--- src/capture_pkg.sv ---
/*
 Common sizes, data types and the playback state encoding of the
 triggered capture buffer. RTL and testbench refer to every item here
 through scoped names such as capture_pkg::depth.
*/
package capture_pkg;

    // Width of one input sample
    localparam int sample_width = 16;

    // Frame memory address width; one frame fills the whole memory
    localparam int addr_width = 5;
    localparam int depth = 1 << addr_width;

    typedef logic [sample_width-1:0] sample_t;
    typedef logic [addr_width-1:0] addr_t;

    // Capture and playback sequence of the buffer
    typedef enum logic [2:0] {
        // Collecting the pre-trigger history
        arming,
        // Enough history, waiting for a crossing
        armed,
        // Filling the post-trigger part of the frame
        acquiring,
        // Read latency before the first beat
        settling,
        // Streaming the frame out
        playing
    } capture_state_t;

endpackage

--- src/capture_buffer.sv ---
/*
 Triggered capture controller. Records accepted samples into the circular
 frame memory, keeps pre_count samples of history ahead of the trigger,
 fills the rest of the frame and then plays it out oldest first with
 out_last on the final beat. A skid register holds the memory output
 while the sink stalls. With enable low nothing is accepted or sent.
*/
`timescale 1ns/10ps

module capture_buffer (
    input  logic                 clock,
    input  logic                 rst,
    input  logic                 enable,
    input  capture_pkg::sample_t in_data,
    input  logic                 in_valid,
    output logic                 in_ready,
    input  logic                 trigger,
    input  capture_pkg::addr_t   pre_count,
    output logic                 rearm,
    output logic                 full,
    output logic                 write_enable,
    output capture_pkg::addr_t   write_address,
    output capture_pkg::sample_t write_data,
    output capture_pkg::addr_t   read_address,
    input  capture_pkg::sample_t read_data,
    output capture_pkg::sample_t out_data,
    output logic                 out_valid,
    input  logic                 out_ready,
    output logic                 out_last
);

    capture_pkg::capture_state_t state;

    logic in_ready_q;
    logic accept;
    capture_pkg::addr_t wptr;
    capture_pkg::addr_t hist_cnt;
    capture_pkg::addr_t pre_q;
    capture_pkg::addr_t frame_start;
    logic [capture_pkg::addr_width:0] fill_cnt;
    logic [capture_pkg::addr_width:0] fill_next;
    logic frame_done;

    // In the playback pipeline rd_idx is on the address and s1 is the memory output
    logic [capture_pkg::addr_width:0] rd_idx;
    logic s1_vld;
    capture_pkg::addr_t s1_idx;
    logic s1_last;
    logic skid_vld;
    capture_pkg::sample_t skid_data;
    logic skid_last;
    logic show_valid;
    logic ready_eff;
    logic fire;
    logic skid_next;

    assign in_ready = in_ready_q && enable;
    assign accept = in_valid && in_ready;

    // Each accepted beat is written one cycle later at the next circular slot
    always_ff @(posedge clock) begin
        if (rst) begin
            write_enable <= 1'b0;
            wptr <= '0;
        end else begin
            write_enable <= accept;
            if (accept) begin
                wptr <= wptr + 1'b1;
            end
        end
    end

    always_ff @(posedge clock) begin
        write_address <= wptr;
        write_data <= in_data;
    end

    // Frame samples so far. On the trigger this is the history plus the
    // trigger sample, plus a beat that may arrive in the same cycle
    always_comb begin
        if (state == capture_pkg::armed) begin
            fill_next = {1'b0, pre_q} + 1'b1 + accept;
        end else begin
            fill_next = fill_cnt + accept;
        end
    end

    assign frame_done = enable
        && (fill_next == (capture_pkg::addr_width + 1)'(capture_pkg::depth))
        && ((state == capture_pkg::armed && trigger)
            || (state == capture_pkg::acquiring && accept));

    always_ff @(posedge clock) begin
        if (rst) begin
            state <= capture_pkg::arming;
            in_ready_q <= 1'b0;
            hist_cnt <= '0;
            fill_cnt <= '0;
            full <= 1'b0;
        end else begin
            full <= frame_done;
            if (enable) begin
                case (state)
                    capture_pkg::arming: begin
                        in_ready_q <= 1'b1;
                        if (accept) begin
                            hist_cnt <= hist_cnt + 1'b1;
                            // This beat has pre_q predecessors and may trigger
                            if (hist_cnt != '0 && hist_cnt == pre_q) begin
                                state <= capture_pkg::armed;
                            end
                        end
                    end
                    capture_pkg::armed: begin
                        if (trigger) begin
                            fill_cnt <= fill_next;
                            state <= capture_pkg::acquiring;
                        end
                    end
                    capture_pkg::acquiring: begin
                        fill_cnt <= fill_next;
                    end
                    capture_pkg::settling: begin
                        state <= capture_pkg::playing;
                    end
                    capture_pkg::playing: begin
                        if (rearm) begin
                            state <= capture_pkg::arming;
                            in_ready_q <= 1'b1;
                            hist_cnt <= '0;
                        end
                    end
                    default: begin
                        state <= capture_pkg::arming;
                    end
                endcase
                if (frame_done) begin
                    state <= capture_pkg::settling;
                    in_ready_q <= 1'b0;
                end
            end
        end
    end

    // The trigger arrives while write_address still holds the trigger sample
    always_ff @(posedge clock) begin
        if (state == capture_pkg::arming && hist_cnt == '0) begin
            pre_q <= pre_count;
        end
        if (enable && state == capture_pkg::armed && trigger) begin
            frame_start <= write_address - pre_q;
        end
    end

    assign read_address = frame_start + rd_idx[capture_pkg::addr_width-1:0];

    assign s1_last = (s1_idx == capture_pkg::addr_t'(capture_pkg::depth - 1));
    assign show_valid = skid_vld || s1_vld;
    assign ready_eff = out_ready && enable;
    assign fire = show_valid && ready_eff;
    // A stalled memory beat moves into the skid, a held skid beat stays
    assign skid_next = skid_vld ? !fire : (s1_vld && !ready_eff);

    assign out_valid = show_valid && enable;
    assign out_data = skid_vld ? skid_data : read_data;
    assign out_last = show_valid && (skid_vld ? skid_last : s1_last);
    assign rearm = fire && out_last;

    // While the skid is occupied the read address does not advance, so the
    // memory keeps presenting the sample right behind the skid
    always_ff @(posedge clock) begin
        if (rst) begin
            rd_idx <= '0;
            s1_vld <= 1'b0;
            skid_vld <= 1'b0;
        end else begin
            s1_vld <= (state == capture_pkg::playing) && !rd_idx[capture_pkg::addr_width];
            skid_vld <= skid_next;
            if (state != capture_pkg::playing) begin
                rd_idx <= '0;
            end else if (!skid_next && !rd_idx[capture_pkg::addr_width]) begin
                rd_idx <= rd_idx + 1'b1;
            end
        end
    end

    always_ff @(posedge clock) begin
        s1_idx <= rd_idx[capture_pkg::addr_width-1:0];
        if (!skid_vld) begin
            skid_data <= read_data;
            skid_last <= s1_last;
        end
    end

endmodule

--- src/capture_memory.sv ---
/*
 Frame memory of the capture buffer. One synchronous write port and one
 read port whose data appears one cycle after the address. Every location
 is written by the recorder before playback reads it.
*/
`timescale 1ns/10ps

module capture_memory (
    input  logic                 clock,
    input  logic                 write_enable,
    input  capture_pkg::addr_t   write_address,
    input  capture_pkg::sample_t write_data,
    input  capture_pkg::addr_t   read_address,
    output capture_pkg::sample_t read_data
);

    capture_pkg::sample_t mem [capture_pkg::depth];

    // Write port
    always_ff @(posedge clock) begin
        if (write_enable) begin
            mem[write_address] <= write_data;
        end
    end

    // Registered read port
    // Old data is returned on a same-address collision
    always_ff @(posedge clock) begin
        read_data <= mem[read_address];
    end

endmodule

--- src/scope_capture.sv ---
/*
 Top level of the triggered capture buffer. Samples come in on a
 valid/ready stream, a threshold crossing freezes a frame of depth
 samples around the trigger, and the frame leaves on a second stream
 with out_last on its final beat.
*/
`timescale 1ns/10ps

module scope_capture (
    input  logic                 clock,
    input  logic                 rst,
    input  logic                 enable,
    input  capture_pkg::sample_t in_data,
    input  logic                 in_valid,
    output logic                 in_ready,
    input  capture_pkg::sample_t threshold,
    input  capture_pkg::addr_t   pre_count,
    output capture_pkg::sample_t out_data,
    output logic                 out_valid,
    input  logic                 out_ready,
    output logic                 out_last,
    output logic                 full
);

    logic sample_strobe;
    logic trigger;
    logic rearm;
    logic write_enable;
    capture_pkg::addr_t write_address;
    capture_pkg::sample_t write_data;
    capture_pkg::addr_t read_address;
    capture_pkg::sample_t read_data;

    // Transferred input beat
    assign sample_strobe = in_valid && in_ready;

    trigger_detect u_trigger (
        .clock         (clock),
        .rst           (rst),
        .sample_strobe (sample_strobe),
        .sample        (in_data),
        .threshold     (threshold),
        .rearm         (rearm),
        .trigger       (trigger)
    );

    capture_buffer u_buffer (
        .clock         (clock),
        .rst           (rst),
        .enable        (enable),
        .in_data       (in_data),
        .in_valid      (in_valid),
        .in_ready      (in_ready),
        .trigger       (trigger),
        .pre_count     (pre_count),
        .rearm         (rearm),
        .full          (full),
        .write_enable  (write_enable),
        .write_address (write_address),
        .write_data    (write_data),
        .read_address  (read_address),
        .read_data     (read_data),
        .out_data      (out_data),
        .out_valid     (out_valid),
        .out_ready     (out_ready),
        .out_last      (out_last)
    );

    capture_memory u_memory (
        .clock         (clock),
        .write_enable  (write_enable),
        .write_address (write_address),
        .write_data    (write_data),
        .read_address  (read_address),
        .read_data     (read_data)
    );

endmodule

--- src/trigger_detect.sv ---
/*
 Rising-edge threshold trigger. Watches every accepted sample and pulses
 trigger for one cycle, one cycle after a sample above the threshold that
 follows a sample at or below it. The first sample after reset or rearm
 only primes the history.
*/
`timescale 1ns/10ps

module trigger_detect (
    input  logic                 clock,
    input  logic                 rst,
    input  logic                 sample_strobe,
    input  capture_pkg::sample_t sample,
    input  capture_pkg::sample_t threshold,
    input  logic                 rearm,
    output logic                 trigger
);

    capture_pkg::sample_t prev_sample;
    capture_pkg::sample_t thr_q;
    logic has_prev;

    always_ff @(posedge clock) begin
        if (rst || rearm) begin
            has_prev <= 1'b0;
            prev_sample <= '0;
            trigger <= 1'b0;
        end else begin
            trigger <= sample_strobe && has_prev && (sample > thr_q) && (prev_sample <= thr_q);
            if (sample_strobe) begin
                has_prev <= 1'b1;
                prev_sample <= sample;
            end
        end
    end

    // The threshold is taken while no sample of the new frame has arrived,
    // so it stays constant for the whole acquisition
    always_ff @(posedge clock) begin
        if (!has_prev) begin
            thr_q <= threshold;
        end
    end

endmodule

--- config.mk ---
export PLATFORM = sky130hd
export DESIGN_NAME = scope_capture
export DESIGN_NICKNAME = d
export VERILOG_FILES = /design/src/capture_pkg.sv /design/src/capture_buffer.sv /design/src/capture_memory.sv /design/src/scope_capture.sv /design/src/trigger_detect.sv
export SDC_FILE = /design/constraint.sdc
export NUM_CORES = 1
export LEC_CHECK = 0
export ABC_AREA = 0
export BUFFER_PORTS_ARGS = -buffer_cell sky130_fd_sc_hd__buf_2
export CORE_ASPECT_RATIO = 1.4
export CORE_UTILIZATION = 50
export DETAILED_ROUTE_END_ITERATION = 6
export PLACE_DENSITY = 0.66
export SYNTH_ARGS = -nofsm -noshare
export SYNTH_HDL_FRONTEND = slang
export SYNTH_SLANG_ARGS = --single-unit
--- constraint.sdc ---
create_clock -name clock -period 4.9 [get_ports clock]
set_clock_uncertainty 0.15 [all_clocks]
set_input_delay 0.98 -clock clock [delete_from_list [all_inputs] [get_ports clock]]
set_output_delay 0.98 -clock clock [all_outputs]
set_load 0.05 [all_outputs]
# [Word level (Yosys, flattened, before mapping)]
# Memories as Yosys holds them, arrays and structs flattened. A register that Yosys moved wholly into a read port is not among the register bits.
# Index checks and enable logic that the tools add are counted.
[totals] reg_bits=117 latch_bits=0 romBits=0 word_cells=107 n_memories=1 inputBits=42 out_inout_bits=20 ram_bits=512
[classes] bitwise_logic=0 n_lt_le_gt_ge=2 n_div=0 n_reduce_logical=39 multipliers=0 add_sub_neg=8 n_mux=20 n_shift=0 n_eq_ne=16
[mem_list] name="u_memory.mem" words=32 width=16 rd=1 rd_clocked_by_memory_dff=1 write_ports=1 line_no="capture_memory.sv:17" text="capture_pkg::sample_t mem [capture_pkg::depth];"
[op_table] cell="logical AND 1 bit" n=21
[op_table] cell="greater-than comparator 16 bit" n=1
[op_table] cell="<= comparator 16 bit" n=1
[op_table] cell="2-to-1 mux 16 bit" n=1
[op_table] cell="2-to-1 mux 3 bit" n=5
[op_table] cell="one-hot mux 3 bit (5 select lines)" n=1
[op_table] cell="adder 6 x 1 -> 6 bit" n=2
[op_table] cell="2-to-1 mux 6 bit" n=2
[op_table] cell="one-hot mux 6 bit (2 select lines)" n=1
[op_table] cell="adder 5 x 1 -> 5 bit (second input constant)" n=2
[op_table] cell="2-to-1 mux 5 bit" n=2
[op_table] cell="one-hot mux 5 bit (2 select lines)" n=1
[op_table] cell="adder 5 x 1 -> 6 bit (second input constant)" n=1
[op_table] cell="adder 6 x 1 -> 6 bit (second input constant)" n=1
[op_table] cell="equality test 3 x 2 -> 1 bit (second input constant)" n=2
[op_table] cell="equality test 6 bit (second input constant)" n=1
[op_table] cell="2-to-1 mux 1 bit" n=6
[op_table] cell="!= test 3 x 1 -> 1 bit (second input constant)" n=2
[op_table] cell="!= test 3 x 2 -> 1 bit (second input constant)" n=2
[op_table] cell="AND reduction 3 bit" n=2
[op_table] cell="AND reduction 6 bit" n=1
[op_table] cell="adder 5 bit" n=1
[op_table] cell="equality test 5 bit" n=1
[op_table] cell="equality test 5 bit (second input constant)" n=1
[op_table] cell="other kinds (16)" n=24

# [Depth between registers and ports, before layout]
# Gate-level depths: netlist of the first run.
[depth] word_depth=9 mapped_depth=12 ltp_nobuf=11

# [Cells and area by module]
# A second synthesis of the first run with hierarchy kept.
[unflattened] hier_cells=1636 hier_area_um2=25842.3
[modules_own_cells] mod="capture_memory" seq_area_each_um2=15695.1 cells_per_inst=1143 area_per_inst_um2=20535.9 n_inst=1
[modules_own_cells] mod="capture_buffer" seq_area_each_um2=1761.7 cells_per_inst=323 area_per_inst_um2=3454.6 n_inst=1
[modules_own_cells] mod="trigger_detect" seq_area_each_um2=840.8 cells_per_inst=169 area_per_inst_um2=1845.5 n_inst=1
[modules_own_cells] mod="scope_capture" seq_area_each_um2=0.0 cells_per_inst=1 area_per_inst_um2=6.3 n_inst=1

# [Least setup slack after synthesis of the first run]
# OpenSTA, ideal clock, no wires.
[synth_path] path_type="input port to flip-flop" start="in enable" end="reg u_buffer.in_ready_q" setup_ns=0.116 stages=12 required_time_ns=4.634 n_path_buf=1 setup_slack_ns=1.473 arrival_time_ns=3.161 cell_sequence="and2_1 nand2_1 inv_1 clkbuf_1 ha_1 ha_1 nand3_1 xor2_1 mux2i_1 nor3_1 nand3_1 o211a_1"
[synth_via] elab_chain_len=9 word_cells_on_any_way=17 classes_between="add/sub (2); eq/ne (2); mux (2); reduce/logical (11)"
[synth_rtl] item="start: declaration" line_no="scope_capture.sv:12" text="input logic enable,"
[synth_rtl] item="logical AND 1 bit (*)" line_no="capture_buffer.sv:57" text="assign in_ready = in_ready_q && enable;"
[synth_rtl] item="logical AND 1 bit (*)"
[synth_rtl] item="named net sample_strobe" line_no="scope_capture.sv:25" text="logic sample_strobe;"
[synth_rtl] item="adder 6 x 1 -> 6 bit, on equally long branches" line_no="capture_buffer.sv:84, capture_buffer.sv:82"
[synth_rtl] item="2-to-1 mux 6 bit" line_no="capture_buffer.sv:81" text="if (state == capture_pkg::armed) begin"
[synth_rtl] item="equality test 6 bit" line_no="capture_buffer.sv:89" text="&& (fill_next == (capture_pkg::addr_width + 1)'(capture_pkg::depth))"
[synth_rtl] item="logical AND 1 bit" line_no="capture_buffer.sv:89"
[synth_rtl] item="logical AND 1 bit (*)" line_no="capture_buffer.sv:90" text="&& ((state == capture_pkg::armed && trigger)"
[synth_rtl] item="!= test 3 x 2 -> 1 bit (no line) or nonzero test 3 bit (tied branches)"
[synth_rtl] item="AND reduction 3 bit (no line)"
[synth_rtl] item="end signal: assignment" line_no="capture_buffer.sv:96" text="in_ready_q <= 1'b0;"
[synth_rtl] item="end signal: assignment" line_no="capture_buffer.sv:105" text="in_ready_q <= 1'b1;"
[synth_rtl] item="end signal: assignment" line_no="capture_buffer.sv:129" text="in_ready_q <= 1'b1;"
[synth_rtl] item="end: declaration" line_no="capture_buffer.sv:34" text="logic in_ready_q;"
# Mark *: on every way through the listed nets, which the timed path passes. The rest lies on a longest branch.
# A chain may end at the register's enable or synchronous reset.

# [Final worst setup path of the first run]
[layout_path] start="reg u_buffer.frame_start[0]" end="reg u_memory.read_data[11], read port of u_memory.mem"
[layout_via] elab_chain_len=1
[layout_rtl] item="start: declaration" line_no="capture_buffer.sv:39" text="capture_pkg::addr_t frame_start;"
[layout_rtl] item="start signal: assignment" line_no="capture_buffer.sv:151" text="frame_start <= write_address - pre_q;"
[layout_rtl] item="adder 5 bit" line_no="capture_buffer.sv:155" text="assign read_address = frame_start + rd_idx[capture_pkg::addr_width-1:0];"
[layout_rtl] item="end: declaration" line_no="capture_memory.sv:14" text="output capture_pkg::sample_t read_data"
# Every way passes these cells.

==> reports/results.txt, run 1 <==
Synth Register Bits: 645
syn avg cell area: 19.47 um^2
CTS tree: done
mapped cell area: 25020 um^2
height of the die: 266.7 um
DR vias: 12150
global-route wire length before repair: 79780 um
Setup Slack @ Placement: 1246 ps
final worst-path cycle share: 74.00%
Core Area: 49250 um^2
TritonCTS Buffers: 59
Reg-to-Reg Start: u_buffer.frame_start[0]
CP cell instances: ha_4 -> fa_4 -> buf_4 -> mux4_2 -> mux4_2 -> mux2_2
RSZ-0062 raised after global routing: no
Critical Path RT: 5250 ps
GRT Overall Usage: 22.07%
Most used DFF post-synth: edfxtp_1
H-tree depth: 2
initial DRC count: 949
Crit path largest cell delay: 1150 ps
critical path fanouts, max: 32
Initial Utilization: 50.81%
final wirelength: 54040 um
nets: 1493
Pwr Density: 382.1 nW/um^2
vias per inst: 5.823
Syn Nets: 1377
worst r2r dst: u_memory.read_data[11]
Slew HR: 19.19%
fillers: 3716
Bufs and invs on worst path: 1
Final min period: 3626 ps
CP max stage cell: fa_4
layout cells sized above 1: 29.38%
clk buf depth: 3
Root Buffer: clkbuf_16
CP Launch Type: flop
Crit Path Category: flop to flop
FF-to-FF path depth: 6
drt pass-1 iters: 7
IO buf count: 61
end of the worst hold path: u_buffer.write_address[4]
Synth warnings: 0
Area Overhead vs Synth: 13.37%
storage element area: 18300 um^2
area share of the largest cell type after synthesis: 64.57%
maxcap violations: 0
setup tns final: 0 ps
area of the multi-input gates: 6475 um^2
die footprint: 50950 um^2
count of final max-slew check failures: 0
CP Capture Type: flop
crit path DAT: 3980 ps
drc violations: 0
number of global-route vias before repair: 12560
fmax: 275.8 MHz
top cells by area, synth: edfxtp_1 65%, mux4_2 14%, dfxtp_1 8.6%
count of different cell masters after synthesis: 53
worst reg-to-reg setup slack: 1270 ps
row count: 96
antenna-violating nets left: 0
CP top delay family: adder cells
WL/cell: 25.90 um
cts repair resizes: 0
DPL Wire Length: 31880 um
status: completed
Least-Margin Pin Slew: 1201 ps
number of synthesized flops with an enable pin: 538
async set-reset flop share out of synthesis: 0%
# clock sinks: 645
cell count after synthesis: 1285
hold-fix buffers at CTS: 0
sequential element share of the synthesized area: 73.13%
# Post-CTS Setup Buffers: 0
cell accounting for the most synthesized area: edfxtp_1
initial antenna violation count: 2
Worst path most repeated cell: mux4_2
PnR worst setup slack: 1274 ps
leakage: 9.491 nW
largest net degree at the start of global routing: 71
global placement routability congestion: 0.7756
Final Hold Violating Endpoints: 0
# diodes: 0
worst vdd ir: 318.8 uV
Finish-stage setup viols: 0
worst hold path cell count: 0
insertion delay to the later sink of the worst-skew pair: 610 ps
Worst Min Path Start: u_buffer.wptr[4]
Boundary Pins: 62
chip width: 191.1 um
Min-Delay Path Class: flop to flop
Clk pin slew, worst setup/hold paths: 60 ps
Remaining Overflow, GRT: 0
-- synth_stat cells, types with 2 or more instances --
library cell / number
a211oi_1: 3
a21o_1: 10
a21oi_1: 39
a311oi_1: 3
a31oi_1: 3
a41oi_1: 2
and2_1: 4
and3_1: 2
buf_1: 3
buf_2: 11
buf_4: 6
clkbuf_1: 30
dfxtp_1: 107
edfxtp_1: 538
fa_1: 2
ha_1: 48
inv_1: 39
mux2_2: 32
mux2i_1: 11
mux4_2: 160
nand2_1: 51
nand2b_1: 4
nand3_1: 17
nand3b_1: 6
nand4_1: 11
nor2_1: 66
nor2b_1: 4
nor3_1: 5
nor3b_1: 4
nor4_1: 2
o21a_1: 3
o21ai_0: 9
o22ai_1: 2
or3_1: 3
or3b_2: 3
xnor2_1: 17
xor2_1: 9
-- layout by cell type, fill, tap and decap left out, types with 5 or more instances in the layout --
cell type,netlist,layout
o21ai_0,9,9
nand3b_1,6,6
nand2_1,51,51
a21o_1,10,10
clkinv_2,0,8
nand4_1,11,11
nor3_1,5,5
mux2_2,32,32
edfxtp_1,538,538
xnor2_1,17,14
buf_2,11,61
inv_1,39,39
clkbuf_16,0,61
bufinv_16,0,7
mux2i_1,11,11
dfxtp_1,107,107
buf_4,6,42
xor2_1,9,9
a21oi_1,39,39
nor2_1,66,34
nor2_2,0,32
mux4_2,160,160
ha_1,48,47
clkbuf_1,30,20
nand3_1,17,17
-- registers in the layout, summed over array words and instances, names as in the netlist, 3 cells and up --
name,flops
u_buffer.write_address,5
u_buffer.s1_idx,5
u_memory.read_data,16
u_trigger.prev_sample,16
u_buffer.state,3
u_buffer.skid_data,16
u_buffer.wptr,5
u_buffer.pre_q,5
u_buffer.hist_cnt,5
u_buffer.fill_cnt,6
u_trigger.thr_q,16
u_buffer.rd_idx,6
u_buffer.frame_start,5
u_memory.mem,512
u_buffer.write_data,16
-- layout make-up --
cell class | instances | share of cell area [%]
well taps | 637 | 2.810
flip-flops and latches | 645 | 64.51
clock buffers | 84 | 5.792
clock inverters | 26 | 1.151
multi-input cells | 550 | 22.83
inverters | 39 | 0.5161
repair buffers | 106 | 2.400
-- per-layer routing --
| layer | wire length, um | share of wire, % | global-route usage [%] |
|---|---|---|---|
| met5 | 0 | 0 | 0 |
| met4 | 1411 | 2.6 | 6.821 |
| met3 | 3290 | 6.1 | 3.458 |
| met2 | 28500 | 53 | 38.76 |
| met1 | 20840 | 39 | 28.07 |
-- worst reg2reg max path, stage by stage, from the launching register on --
cell and delay [ps]:
edfxtp_1 410, ha_4 190, fa_4 1150, buf_4 380, mux4_2 350, mux4_2 590, mux2_2 300
-- power by group --
| group | switching (mW) | leakage, nW | internal, mW |
|---|---|---|---|
| combinational | 0.0844 | 2.79 | 0.0592 |
| clock | 1.95 | 0.957 | 2.71 |
| sequential | 0.0755 | 5.75 | 5.96 |
| total | 2.11 | 9.49 | 8.73 |
-- cell families after synthesis --
logic type / after synthesis / share of synthesized area (%)
and+or+nand+nor: 185 / 3.445
muxes: 203 / 16.28
adders and majority gates: 50 / 2.560
AOI/OAI and AO/OA: 86 / 2.145
buffers and inverters: 90 / 1.525
DFF: 645 / 73.13
xor gates and xnor gates: 26 / 0.9101
-- metrics by stage --
stage | utilization [%] | hold WS, ps | instance area [um^2] | total power [mW] | cells
after floorplan | - | 198.9 | 25020 | 6.212 | 1285
after global placement | 53.60 | 207.8 | 26400 | 6.295 | 1977
after detailed placement | 53.60 | 209.8 | 26400 | 6.303 | 1977
after CTS | 57.60 | 219.6 | 28370 | 10.93 | 2087
after global routing | 57.60 | 230.6 | 28370 | 11.16 | 2087
final | 57.60 | 220.8 | 28370 | 10.84 | 2087
-- worst max path at each step --
stage | startpoint | endpoint | slack (ps) | cells after the start
after floorplan | enable | u_buffer.in_ready_q | 1470 | 12
after global placement | u_buffer.frame_start[0] | u_memory.read_data[11] | 1270 | 6
after detailed placement | u_buffer.frame_start[0] | u_memory.read_data[11] | 1250 | 6
after CTS | u_buffer.frame_start[0] | u_memory.read_data[11] | 1220 | 6
after global routing | u_buffer.frame_start[0] | u_memory.read_data[11] | 1180 | 6
final | u_buffer.frame_start[0] | u_memory.read_data[11] | 1270 | 6
(Power assumes the default switching activity.)
==> inputs of run 2 (changes only) <==
==> constraint.sdc (replaced) <==
create_clock -name clock -period 3.5 [get_ports clock]
set_clock_uncertainty 0.15 [all_clocks]
set_input_delay 0.7 -clock clock [delete_from_list [all_inputs] [get_ports clock]]
set_output_delay 0.7 -clock clock [all_outputs]
set_load 0.05 [all_outputs]
==> run 2 against run 1 <==
Compared with the run above:
- clock power increased by 36%
- global-route usage down 0.061 points
- cell area increased by 0.27%
- sequential power increased by 40%
- non-clock buffer count up 5
- combinational power grew 44%
- critical endpoint is now u_memory.read_data[5]
- clock-buffer cell count is 8 lower
- sequential share of layout area decreased by 0.17 points
- power rose by 38%
- worst hold slack worse by 130 ps
- final cell count up 0.14%
- wire length is 0.19% higher
- highest routed layer unchanged
- largest power group unchanged
==> reports/results.txt, run 2 (synthesized netlist as in run 1, its figures left out) <==
Crit path largest cell delay: 820 ps
DR vias: 12300
Reg-to-Reg Start: u_buffer.frame_start[0]
combinational power share: 1.4%
global placement routability congestion: 0.8029
Net Switching: 2.919 mW
Worst path most repeated cell: mux4_2
FF-to-FF path depth: 6
drc violations: 0
DPL Wire Length: 31800 um
chip width: 191.1 um
final worst-path cycle share: 92.49%
count of final max-slew check failures: 0
die footprint: 50950 um^2
Pwr Density: 527.0 nW/um^2
Area Overhead vs Synth: 13.68%
final wirelength: 54150 um
cts repair resizes: 0
status: completed
maxcap violations: 0
max reg flops: 512
end of the worst hold path: u_buffer.write_data[0]
CTS tree: done
most frequent cells in the layout: 538 x edfxtp_1, 160 x mux4_2, 107 x dfxtp_1, 61 x buf_2, 59 x clkbuf_16
CP top delay family: multiplexers
antenna-violating nets left: 0
worst hold path cell count: 1
drt pass-1 iters: 5
Setup Slack @ Placement: 264.3 ps
Initial Utilization: 50.81%
clk buf depth: 3
worst vdd ir: 436.9 uV
Clk pin slew, worst setup/hold paths: 60 ps
initial antenna violation count: 2
# clock sinks: 645
# Post-CTS Setup Buffers: 0
Clock Power Share: 42.2%
Root Buffer: clkbuf_16
row count: 96
insertion delay to the later sink of the worst-skew pair: 590 ps
WL/cell: 25.91 um
critical path fanouts, max: 50
Boundary Pins: 62
# diodes: 0
crit path DAT: 3560 ps
Crit Path Category: flop to flop
worst reg-to-reg setup slack: 260 ps
hold-fix buffers at CTS: 0
Remaining Overflow, GRT: 0
Slew HR: 21.69%
Critical Path RT: 3820 ps
Final Util: 57.75%
CP max stage cell: fa_4
CP Capture Type: flop
P_int: 12.07 mW
sequential share of power: 56.4%
GRT Overall Usage: 22.01%
worst r2r dst: u_memory.read_data[5]
Final Hold Violating Endpoints: 0
largest net degree at the start of global routing: 51
fillers: 3685
Worst Min Path Start: in_data[0]
Switching Share: 19.48%
Post-DP Area: 26520 um^2
Bufs and invs on worst path: 1
initial DRC count: 1099
vias per inst: 5.883
Final min period: 3237 ps
IO buf count: 61
global-route wire length before repair: 80320 um
layout cells sized above 1: 30.01%
most common cell after layout, fill and taps aside: edfxtp_1
register with the most flip-flops: u_memory.mem
height of the die: 266.7 um
number of global-route vias before repair: 12930
Core Area: 49250 um^2
setup tns final: 0 ps
Finish-stage setup viols: 0
TritonCTS Buffers: 57
RSZ-0062 raised after global routing: no
fmax: 308.9 MHz
Finished Cell Area: 28440 um^2
leakage: 9.528 nW
CP Launch Type: flop
CP cell instances: ha_4 -> fa_4 -> buf_12 -> mux4_2 -> mux4_2 -> mux2_2
H-tree depth: 2
PnR worst setup slack: 262.8 ps
Least-Margin Pin Slew: 1173 ps
nets: 1496
Min-Delay Path Class: primary input to flop
## run 2: how the worst max path moves through the flow
stage / from / to / slack, ps / cells after the start
2_1_floorplan: enable / u_buffer.in_ready_q / 350 / 12
3_3_place_gp: u_buffer.frame_start[0] / u_memory.read_data[9] / 270 / 6
3_5_place_dp: u_buffer.frame_start[0] / u_memory.read_data[9] / 260 / 6
4_1_cts: u_buffer.frame_start[0] / u_memory.read_data[9] / 240 / 6
5_1_grt: u_buffer.frame_start[0] / u_memory.read_data[9] / 190 / 6
6_report: u_buffer.frame_start[0] / u_memory.read_data[5] / 260 / 6
## run 2: per-stage QoR
| step | power (mW) | hold slack, ps | cells |
|---|---|---|---|
| final | 14.99 | 87.45 | 2090 |
| after global routing | 15.41 | 66.38 | 2090 |
| after CTS | 15.10 | 56.33 | 2090 |
| after detailed placement | 8.830 | 208.4 | 1982 |
| after global placement | 8.817 | 205.4 | 1982 |
| after floorplan | 8.697 | 198.9 | 1285 |
## run 2: layout make-up
class	count	area, um^2	area share (%)
Inverter	39	146.4	0.5147
Tap cell	637	797.0	2.802
Timing Repair Buffer	111	805.8	2.833
Clock inverter	32	290.3	1.021
Multi-Input combinational cell	550	6475	22.77
Clock buffer	76	1630	5.732
Sequential cell	645	18300	64.33
## run 2: worst register-to-register path, stage by stage (launching register included)
cell and delay [ps]:
edfxtp_1 410, ha_4 180, fa_4 820, buf_12 290, mux4_2 420, mux4_2 550, mux2_2 290
## run 2: power by group through the flow
stage	clock network, mW	registers, mW	logic (mW)
final	6.33	8.46	0.207
after CTS	6.44	8.45	0.210
after detailed placement	0	8.62	0.208
after floorplan	0	8.57	0.128
after global routing	6.71	8.46	0.234
after global placement	0	8.61	0.203
## run 2: layer usage
metal  wire length (um)  global-route usage, %  vias to the layer above  share of wire, %
li1                   -                      -                     5384                 -
met1              20570                  26.89                     6445                38
met2              28880                  39.61                      377                53
met3               2872                  3.037                       90               5.3
met4               1827                  7.958                        0               3.4
met5                  0                      0                        -                 0
